File: src/hw/rv_isa_pkg.sv
package rv_isa_pkg;

  typedef logic [31:0] word_t;     // data, instruction or address
  typedef logic [4:0]  reg_addr_t; // x0..x31
  typedef logic [6:0]  opcode_t;
  typedef logic [2:0]  funct3_t;
  typedef logic [3:0]  alu_op_t;

  // alu operations
  localparam alu_op_t alu_add  = 4'd0;
  localparam alu_op_t alu_sub  = 4'd1;
  localparam alu_op_t alu_sll  = 4'd2;
  localparam alu_op_t alu_slt  = 4'd3;
  localparam alu_op_t alu_sltu = 4'd4;
  localparam alu_op_t alu_xor  = 4'd5;
  localparam alu_op_t alu_srl  = 4'd6;
  localparam alu_op_t alu_sra  = 4'd7;
  localparam alu_op_t alu_or   = 4'd8;
  localparam alu_op_t alu_and  = 4'd9;

  // major opcodes, rv32i base table
  localparam opcode_t op_reg_reg  = 7'b01_100_11;
  localparam opcode_t op_reg_imm  = 7'b00_100_11;
  localparam opcode_t op_lui      = 7'b01_101_11;
  localparam opcode_t op_auipc    = 7'b00_101_11;
  localparam opcode_t op_jal      = 7'b11_011_11;
  localparam opcode_t op_jalr     = 7'b11_001_11;
  localparam opcode_t op_branch   = 7'b11_000_11;
  localparam opcode_t op_misc_mem = 7'b00_011_11;
  localparam opcode_t op_system   = 7'b11_100_11;

  // funct7 field values
  localparam logic [6:0] funct7_base = 7'b000_0000;
  localparam logic [6:0] funct7_alt  = 7'b010_0000; // sub, sra, srai

endpackage

File: src/hw/insn_decode.sv
module insn_decode (
  input  rv_isa_pkg::word_t     insn,
  output rv_isa_pkg::reg_addr_t rs1,
  output rv_isa_pkg::reg_addr_t rs2,
  output rv_isa_pkg::reg_addr_t rd,
  output rv_isa_pkg::word_t     imm,
  output rv_isa_pkg::alu_op_t   alu_op,
  output logic                  a_sel_pc,
  output logic                  a_zero,
  output logic                  b_imm,
  output logic                  link,
  output logic                  rd_we,
  output logic                  is_branch,
  output logic                  is_jal,
  output logic                  is_jalr,
  output logic                  halt_req
);
  import rv_isa_pkg::*;

  opcode_t    opcode;
  funct3_t    funct3;
  logic [6:0] funct7;
  word_t      imm_i;
  word_t      imm_b;
  word_t      imm_j;
  word_t      imm_u;
  logic       is_rr;
  logic       arith_ok; // funct7 legal for this alu encoding
  alu_op_t    arith_op;
  logic       writes;

  assign opcode = insn[6:0];
  assign rd     = insn[11:7];
  assign funct3 = insn[14:12];
  assign rs1    = insn[19:15];
  assign rs2    = insn[24:20];
  assign funct7 = insn[31:25];
  assign is_rr  = opcode == op_reg_reg;

  assign imm_i = {{20{insn[31]}}, insn[31:20]};
  assign imm_b = {{20{insn[31]}}, insn[7], insn[30:25], insn[11:8], 1'b0};
  assign imm_j = {{12{insn[31]}}, insn[19:12], insn[20], insn[30:21], 1'b0};
  assign imm_u = {insn[31:12], 12'h000};

  // alu op shared by reg-reg and reg-imm
  always_comb begin
    arith_op = alu_add;
    arith_ok = !is_rr || funct7 == funct7_base;
    case (funct3)
      3'b000: begin
        arith_op = (is_rr && funct7 == funct7_alt) ? alu_sub : alu_add;
        arith_ok = !is_rr || funct7 == funct7_base || funct7 == funct7_alt;
      end
      3'b001: begin
        arith_op = alu_sll;
        arith_ok = funct7 == funct7_base; // slli too
      end
      3'b010: arith_op = alu_slt;
      3'b011: arith_op = alu_sltu;
      3'b100: arith_op = alu_xor;
      3'b101: begin
        arith_op = (funct7 == funct7_alt) ? alu_sra : alu_srl;
        arith_ok = funct7 == funct7_base || funct7 == funct7_alt;
      end
      3'b110: arith_op = alu_or;
      default: arith_op = alu_and;
    endcase
  end

  always_comb begin
    imm       = imm_i;
    alu_op    = alu_add;
    a_sel_pc  = 1'b0;
    a_zero    = 1'b0;
    b_imm     = 1'b0;
    link      = 1'b0;
    writes    = 1'b0;
    is_branch = 1'b0;
    is_jal    = 1'b0;
    is_jalr   = 1'b0;
    halt_req  = 1'b0;
    case (opcode)
      op_reg_reg: begin
        alu_op   = arith_op;
        writes   = 1'b1;
        halt_req = !arith_ok; // m extension lands here
      end
      op_reg_imm: begin
        alu_op   = arith_op;
        b_imm    = 1'b1;
        writes   = 1'b1;
        halt_req = !arith_ok;
      end
      op_lui: begin
        imm    = imm_u;
        a_zero = 1'b1; // 0 + imm
        b_imm  = 1'b1;
        writes = 1'b1;
      end
      op_auipc: begin
        imm      = imm_u;
        a_sel_pc = 1'b1;
        b_imm    = 1'b1;
        writes   = 1'b1;
      end
      op_jal: begin
        imm    = imm_j;
        link   = 1'b1;
        writes = 1'b1;
        is_jal = 1'b1;
      end
      op_jalr: begin
        link     = 1'b1;
        writes   = 1'b1;
        is_jalr  = 1'b1;
        halt_req = funct3 != 3'b000;
      end
      op_branch: begin
        imm       = imm_b;
        is_branch = 1'b1;
        halt_req  = funct3[2:1] == 2'b01; // no branch at 010, 011
      end
      op_misc_mem: halt_req = funct3 != 3'b000; // plain fence is a nop
      op_system:   halt_req = 1'b1;             // ecall, ebreak, csr
      default:     halt_req = 1'b1;
    endcase
  end

  assign rd_we = writes && !halt_req && rd != 5'd0;

endmodule

File: config.mk
export PLATFORM = sky130hd
export DESIGN_NAME = insn_decode
export DESIGN_NICKNAME = d
export VERILOG_FILES = /design/src/hw/rv_isa_pkg.sv /design/src/hw/insn_decode.sv
export SDC_FILE = /design/constraint.sdc
export NUM_CORES = 1
export LEC_CHECK = 0
export BUFFER_PORTS_ARGS = -buffer_cell sky130_fd_sc_hd__buf_2
export CAP_MARGIN = 0
export CELL_PAD_IN_SITES_DETAIL_PLACEMENT = 2
export CELL_PAD_IN_SITES_GLOBAL_PLACEMENT = 2
export CORE_MARGIN = 10
export CORE_UTILIZATION = 15
export DETAILED_ROUTE_END_ITERATION = 8
export PLACE_DENSITY_LB_ADDON = 0.1
export SYNTH_ARGS = -nofsm -noshare
export SYNTH_HDL_FRONTEND = slang
export SYNTH_SLANG_ARGS = --single-unit
File: constraint.sdc
create_clock -name vclk -period 1.8
set_input_delay 0.09 -clock vclk [all_inputs]
set_output_delay 0.09 -clock vclk [all_outputs]
set_load 0.02 [all_outputs]
# Word-level counts from Yosys, hierarchy flattened
# Cells that the tools add are included.
# word_totals
elab_cells,51
output_inout_bits,60
ff_bits,0
# classes
n_eq_ne,16
muxes,15
n_reduce_logical,20
# op_table
op,count
31-bit one-hot mux with 3 select lines,1
4-bit one-hot mux with 7 select lines,1
7-bit by 6-bit == test with 1-bit output (second input constant),3
7-bit == test (second input constant),3
7-bit by 5-bit == test with 1-bit output (second input constant),2
1-bit 2-to-1 mux,10
3-bit == test (second input constant),3
2-bit OR reduction,4
7-bit by 4-bit == test with 1-bit output (second input constant),1
7-bit logical NOT,1
3-bit by 2-bit == test with 1-bit output (second input constant),2
3-bit OR reduction,2
6-bit OR reduction,1
5-bit nonzero test,1
4-bit 2-to-1 mux,1
1-bit one-hot mux with 4 select lines,1
3-bit by 1-bit == test with 1-bit output (second input constant),1
1-bit logical AND,3
1-bit logical NOT,3
3-bit logical NOT,1
1-bit logical OR,3
1-bit one-hot mux with 3 select lines,1
3-bit nonzero test,1
2-bit by 1-bit == test with 1-bit output (second input constant),1

# Longest topological paths before layout
# Gate-level depths: netlist of the first run.
# depth
ltp_word,10
depth_mapped,7

# Least setup slack after synthesis of the first run
# No wires, ideal clock.
# synth_path
kind,input to output
from,in insn[1]
to,out rd_we
setup_slack_ps,179
cell_stages,4
t_arrival_ps,1531
cell_sequence,nand2_2 nor4_1 o22a_1 and3_1
# synth_between
elab_chain_len,10
elab_cells_between_ends,22
cone_classes,8 x eq/ne; 3 x mux; 11 x reduce/logical
# synth_lines
item,line,text
"start, declared",insn_decode.sv:2,"input rv_isa_pkg::word_t insn,"
7-bit by 6-bit == test with 1-bit output,"insn_decode.sv:38, insn_decode.sv:82",
1-bit logical NOT,"insn_decode.sv:48, insn_decode.sv:52",
1-bit logical OR,"insn_decode.sv:48, insn_decode.sv:52",
1-bit logical OR,insn_decode.sv:52,arith_ok = !is_rr || funct7 == funct7_base || funct7 == funct7_alt;
1-bit one-hot mux with 3 select lines,insn_decode.sv:49,case (funct3)
1-bit logical NOT,"insn_decode.sv:86, insn_decode.sv:92",
1-bit one-hot mux with 4 select lines,insn_decode.sv:82,case (opcode)
1-bit logical NOT,insn_decode.sv:129,assign rd_we = writes && !halt_req && rd != 5'd0;
1-bit logical AND (*) (2 in a row),insn_decode.sv:129,
"end, declared",insn_decode.sv:12,"output logic rd_we,"
# Mark *: on every way between the ends. The rest lies on a longest branch, timed or not.

# Final worst setup path of the first run
# layout_path
from,in insn[2]
to,out imm[11]
# layout_between
elab_chain_len,3
elab_cells_between_ends,6
cone_classes,4 x eq/ne; 1 x mux; 1 x reduce/logical
# layout_lines
item,line,text
7-bit by 5-bit == test with 1-bit output / 7-bit by 6-bit == test with 1-bit output (equally long branches),insn_decode.sv:82,
2-bit OR reduction (no source line),-,
31-bit one-hot mux with 3 select lines (*),insn_decode.sv:82,
"end, declared",insn_decode.sv:6,"output rv_isa_pkg::word_t imm,"
# Marked as above.

==> results.md, run 1 <==
* P&R area growth vs syn at 53.3%
* Starting density of the core at 0.157
* Hold EP: rs1[0]
* Status: complete, no violations
* FILL cells at 672
* Routed len/inst at 17.0 um
* FF/Latch Area at 0 um2
* Final Net Count at 230
* Syn nets at 154
* Syn avg cell area at 6.70 um2
* Fin. max-slew vios at 0
* Relative slew slack at 0.524
* Max-cap viol count at 0
* Count leader, synth: a21o_1
* Setup-failing EPs final at 0
* Worst-Margin Slew at 0.712 ns
* Worst EP required at approximately 1.7 ns
* Die Area at 8800 um2
* Critical path origin: insn[2]
* Share of layout cells above drive strength 1 at 0.556
* Drt drc at 0
* Vias/cell at 4.33
* HP Start: insn[15]
* Yosys warning total at 0
* Final worst-path cycle share at 0.960
* FFs & Latches at 0
* Core box area at approximately 5200 um2
* Num rows at 26
* Post-Synth XOR/XNOR Area at 0.0107
* Top-area cell type share of the netlist area at 0.175
* Post-DP HPWL at 4050 um
* Router iterations before antenna repair at 4
* Final WL at 4520 um
* Initial drt markers at 63
* FMAX at 0.578 GHz
* Static leakage at 0.752 nW
* Commonest cells in the netlist: a21o_1, buf_4, nand2_1, nor2b_1, nor2_1
* Number of global-route vias before repair at 1302
* VDD IR max at 0.0689 mV
* Main combinational cell family by area after synthesis: simple AND/OR/NAND/NOR gates
* Clock buf count at 0
* Distinct cell type count after synthesis at 39
* Most area-hungry cell type in the Yosys netlist: a21o_1
* First-pass GRT wire length at 7040 um
* Compound-Gate Fraction of Synth Area at 0.331
* Diodes inserted at 0
* Placement-stage cell area at 1250 um2
* RSZ-0062 raised after global routing: no
* Largest net degree at the start of global routing at 22
* CP Launch Type: input port
* Final Hold Vio Count at 0
* Worst setup EP type: primary output
* Cell count after synthesis at approximately 120
* Hold Crit Class: input port to primary output
* Hold path cells at 2
* Placer Congestion at 0.718
* Power Total at 0.310 mW
* GRT Total Usage at 0.0954
* WP data arrival at 1.64 ns
* Remaining antenna violation count at 0
* Die width at roughly 94 um
* Antenna violations before repair at 0
* Hold Slack at 0.421 ns
* Post-layout util at 0.241
* Simple-gate portion of the synthesized area at 0.412
* Post-Synthesis Cell Area at 817 um2
* I/O pin count at between 90 and 100
* # port buffers at 92
* Worst-path fanout max at 7
* Setup_tns at 0 ns
* Largest cells by area after synthesis: a21o_1, buf_4, nor2b_1, nand2_1, nor2_1
* Total number of vias at 1152
* # hold bufs at CTS at 0
* Final Cell Area at between 1000 and 1500 um2
* Die Ht at ~94 um
* GR Overflow Total at 0
* Portion of netlist area occupied by mux cells at 0
* PD cells at between 200 and 250 nW/um2
* Min Tclk post-route at 1.73 ns
* Post-synthesis adder-cell area fraction at 0
* Critical path class: input port to primary output
* Sequential share of the synthesized area at 0
==> metrics by stage <==
step	instances	setup WS, ns
floorplan	122	0.179
global placement	266	0.0825
detailed placement	266	0.0415
CTS	266	0.0371
global route	266	0.0157
finish	266	0.0711
==> worst max path at each step <==
stage | endpoint | cells past startpoint
after global routing | imm[11] | 7
after global placement | imm[11] | 7
final | imm[11] | 7
after floorplan | rd_we | 4
after detailed placement | imm[18] | 6
after CTS | imm[18] | 6
==> cell type report <==
type,count,area [um2],share of cell area
multi-input cells,92,621,0.496
repair buffers,99,513,0.410
well taps,70,87.6,0.0699
inverters,5,31.3,0.0250
==> placed cells by master (no fill, tap or decap), drive strengths merged <==
cell	instances
a211oi	1
a21o	19
a21oi	2
a221o	2
a221oi	1
and2	3
and2b	1
and3	2
and4	1
buf	99
clkinv	1
inv	4
nand2	12
nand2b	4
nand3	1
nor2	8
nor2b	9
nor3	3
nor4	3
nor4b	1
o21ai	5
o21bai	1
o221ai	1
o22a	1
o22ai	2
o31a	1
o32a	1
or2	1
or2b	1
or3	2
or4	2
xor2	1
==> metal layers <==
layer / global-route usage / vias to the layer above / routed length, um
li1: - / 566 / -
met1: 0.0987 / 542 / 1700
met2: 0.191 / 42 / 2450
met3: 0.0288 / 2 / 353
met4: 0.00253 / 0 / 10
met5: 0 / - / 0
==> cells by family after synthesis <==
family | after synthesis
xor gates and xnor gates | 1
AOI/OAI and AO/OA | 37
buffers and inverters | 30
and+or+nand+nor | 54
==> worst max-delay path, stage by stage <==
cell	delay, ns
buf_2	0.12
or3_1	0.36
or3_1	0.49
clkinv_8	0.10
nor4_2	0.05
a221o_1	0.27
buf_2	0.16
==> power by group <==
part	internal (mW)	total, mW	switching, mW	leakage, nW
clock	0	0	0	0
sequential	0	0	0	0
combinational	0.115	0.310	0.195	0.752
==> timing repair <==
| action | in CTS | in global routing |
|---|---|---|
| setup buffers | 0 | 0 |
| endpoints found under the setup margin | 0 | 8 |
| resized for setup | 0 | 1 |
No activity file was read; power rests on OpenSTA's default activity.
==> run 2: changes to the inputs <==
--- a/config.mk
+++ b/config.mk
@@ -5,13 +5,13 @@
 export SDC_FILE = /design/constraint.sdc
 export NUM_CORES = 1
 export LEC_CHECK = 0
-export BUFFER_PORTS_ARGS = -buffer_cell sky130_fd_sc_hd__buf_2
 export CAP_MARGIN = 0
 export CELL_PAD_IN_SITES_DETAIL_PLACEMENT = 2
 export CELL_PAD_IN_SITES_GLOBAL_PLACEMENT = 2
 export CORE_MARGIN = 10
-export CORE_UTILIZATION = 15
+export CORE_UTILIZATION = 30
 export DETAILED_ROUTE_END_ITERATION = 8
+export DONT_BUFFER_PORTS = 1
 export PLACE_DENSITY_LB_ADDON = 0.1
 export SYNTH_ARGS = -nofsm -noshare
 export SYNTH_HDL_FRONTEND = slang
==> run 2 against run 1 <==
  * Hold slack worse by 0.24 ns
  * Utilization up 5.5 points
  * Count of clock-buffer cells in the layout unchanged
  * Critical path depth down 2
  * Flip-flop and latch count unchanged
  * Final cell count down 49%
  * Power down 46%
  * Global-route usage up 1.6 points
  * Final area down 40%
  * Die area down 41%
  * Via count down 27%
  * Sequential share of layout area unchanged
  * Critical endpoint unchanged
==> results.md, run 2 (synthesized netlist as in run 1, its figures left out) <==
* Largest net degree at the start of global routing at 16 (-27%)
* FILL cells at 321 (-52%)
* Share of layout cells above drive strength 1 at 0.170 (-0.386)
* CP bufs+invs at 1 (-2)
* Worst-Margin Slew at 0.882 ns (+0.170 ns)
* Worst setup EP type: primary output
* Die Area at 5210 um2 (-41%)
* Antenna violations before repair at 0 (unchanged)
* Final Hold Vio Count at 0 (unchanged)
* Number of global-route vias before repair at 950 (-27%)
* Critical path class: input port to primary output
* Most common cell after layout, fill and taps aside: a21o_1
* Hold Slack at 0.180 ns (-0.241 ns)
* Initial drt markers at 20 (-68%)
* P&R area growth vs syn at -7.96%
* Setup_tns at 0 ns (unchanged)
* GRT Total Usage at 0.111 (+0.0159)
* Starting density of the core at 0.321 (+0.164)
* Post-DP HPWL at 2810 um (-31%)
* Placed Cells at 136 (-49%)
* Setup-failing EPs final at 0 (unchanged)
* Post-layout util at 0.295 (+0.0549)
* FFs & Latches at 0 (unchanged)
* # hold bufs at CTS at 0 (unchanged)
* Hold path cells at 0 (-2)
* Die width at 72.2 um (-23%)
* Router iterations before antenna repair at 3 (-1)
* Crit-path leading delay family: simple AND/OR/NAND/NOR gates
* RSZ-0062 raised after global routing: no
* FMAX at 0.599 GHz (+3.5%)
* Static leakage at 0.382 nW (-49%)
* Vias/cell at 6.15 (+42%)
* Post-CTS setup repair buffer count at 0 (unchanged)
* Remaining antenna violation count at 0 (unchanged)
* Multi-input gate area at 616 um2 (-0.81%)
* Placer Congestion at 0.829 (+15%)
* CP Launch Type: input port
* Relative slew slack at 0.408 (-0.116)
* Min Tclk post-route at 1.67 ns (-0.0592 ns)
* Worst Slack Setup Final at 0.130 ns (+0.0592 ns)
* Final Cell Area at 752 um2 (-40%)
* CP Depth at 5 (-2)
* Max-cap viol count at 0 (unchanged)
* VDD IR max at 0.0867 mV (+26%)
* Most frequent CP cell: or3_1
* Place WS at 0.120 ns (+0.0783 ns)
* Routed len/inst at 23.6 um (+39%)
* Worst EP required at 1.71 ns (about the same)
* Num rows at 18 (-31%)
* First-pass GRT wire length at 5020 um (-29%)
* # port buffers at 0 (-100%)
* Diodes inserted at 0 (unchanged)
* CP max-delay cell: or3_1
* Hold Crit Class: input port to primary output
* Placement-stage cell area at 752 um2 (-40%)
* Drt drc at 0 (unchanged)
* GR Overflow Total at 0 (unchanged)
* Worst-path fanout max at 7 (unchanged)
* Post-CTS resize count at 0 (unchanged)
* Die Ht at 72.2 um (-23%)
* Most frequent cells in the layout: a21o_1, nand2_1, nor2b_1, buf_4, nor2_1
* PD cells at 222 nW/um2 (-10%)
* Crit-path max cell delay at 0.55 ns (+0.06 ns)
* Final Net Count at 140 (-39%)
* Final worst-path cycle share at 0.928 (-0.0329)
* FF/Latch Area at 0 um2 (unchanged)
* Clock buf count at 0 (unchanged)
* Core box area at 2540 um2 (-51%)
* Final WL at 3210 um (-29%)
* Status: complete, no violations
* Fin. max-slew vios at 0 (unchanged)
* Power Total at 0.167 mW (-46%)
* Critical-path cell list: or3_1 -> or3_1 -> clkinv_8 -> nor4_2 -> a221o_1
* Post-route insts no fill at 136 (-49%)
* WP data arrival at 1.58 ns (-0.06 ns)
* I/O pin count at 92 (unchanged)
* Total number of vias at 837 (-27%)
run 2: cell count changes in the layout (fill, tap and decap cells not counted):
cell | before | now
nor3_1 | 2 | 3
buf_2 | 92 | 0
buf_4 | 7 | 9
nor3_2 | 1 | 0
run 2: per-layer routing:
layer | up-vias | wire (um) | part of all wire | GRT usage
met2 | 47 | 1690 | 0.53 | 0.212
met3 | 0 | 367 | 0.11 | 0.0463
met5 | - | 0 | 0 | 0
met1 | 408 | 1150 | 0.36 | 0.117
met4 | 0 | 0 | 0 | 0
li1 | 382 | - | - | -
run 2: where the power goes:
group / internal, mW / switching, mW / leakage (nW)
combinational: 0.0539 / 0.113 / 0.382
clock: 0 / 0 / 0
sequential: 0 / 0 / 0
total: 0.0539 / 0.113 / 0.382
run 2: path summary, 6_finish.rpt:
check                    start       to  slack, ns
worst min-delay path  insn[16]   rs1[1]       0.18
worst max-delay path   insn[4]  imm[11]       0.13
run 2: layout make-up:
cell class,count,area share
multi-input cells,92,0.819
repair buffers,9,0.0899
well taps,30,0.0499
inverters,5,0.0416
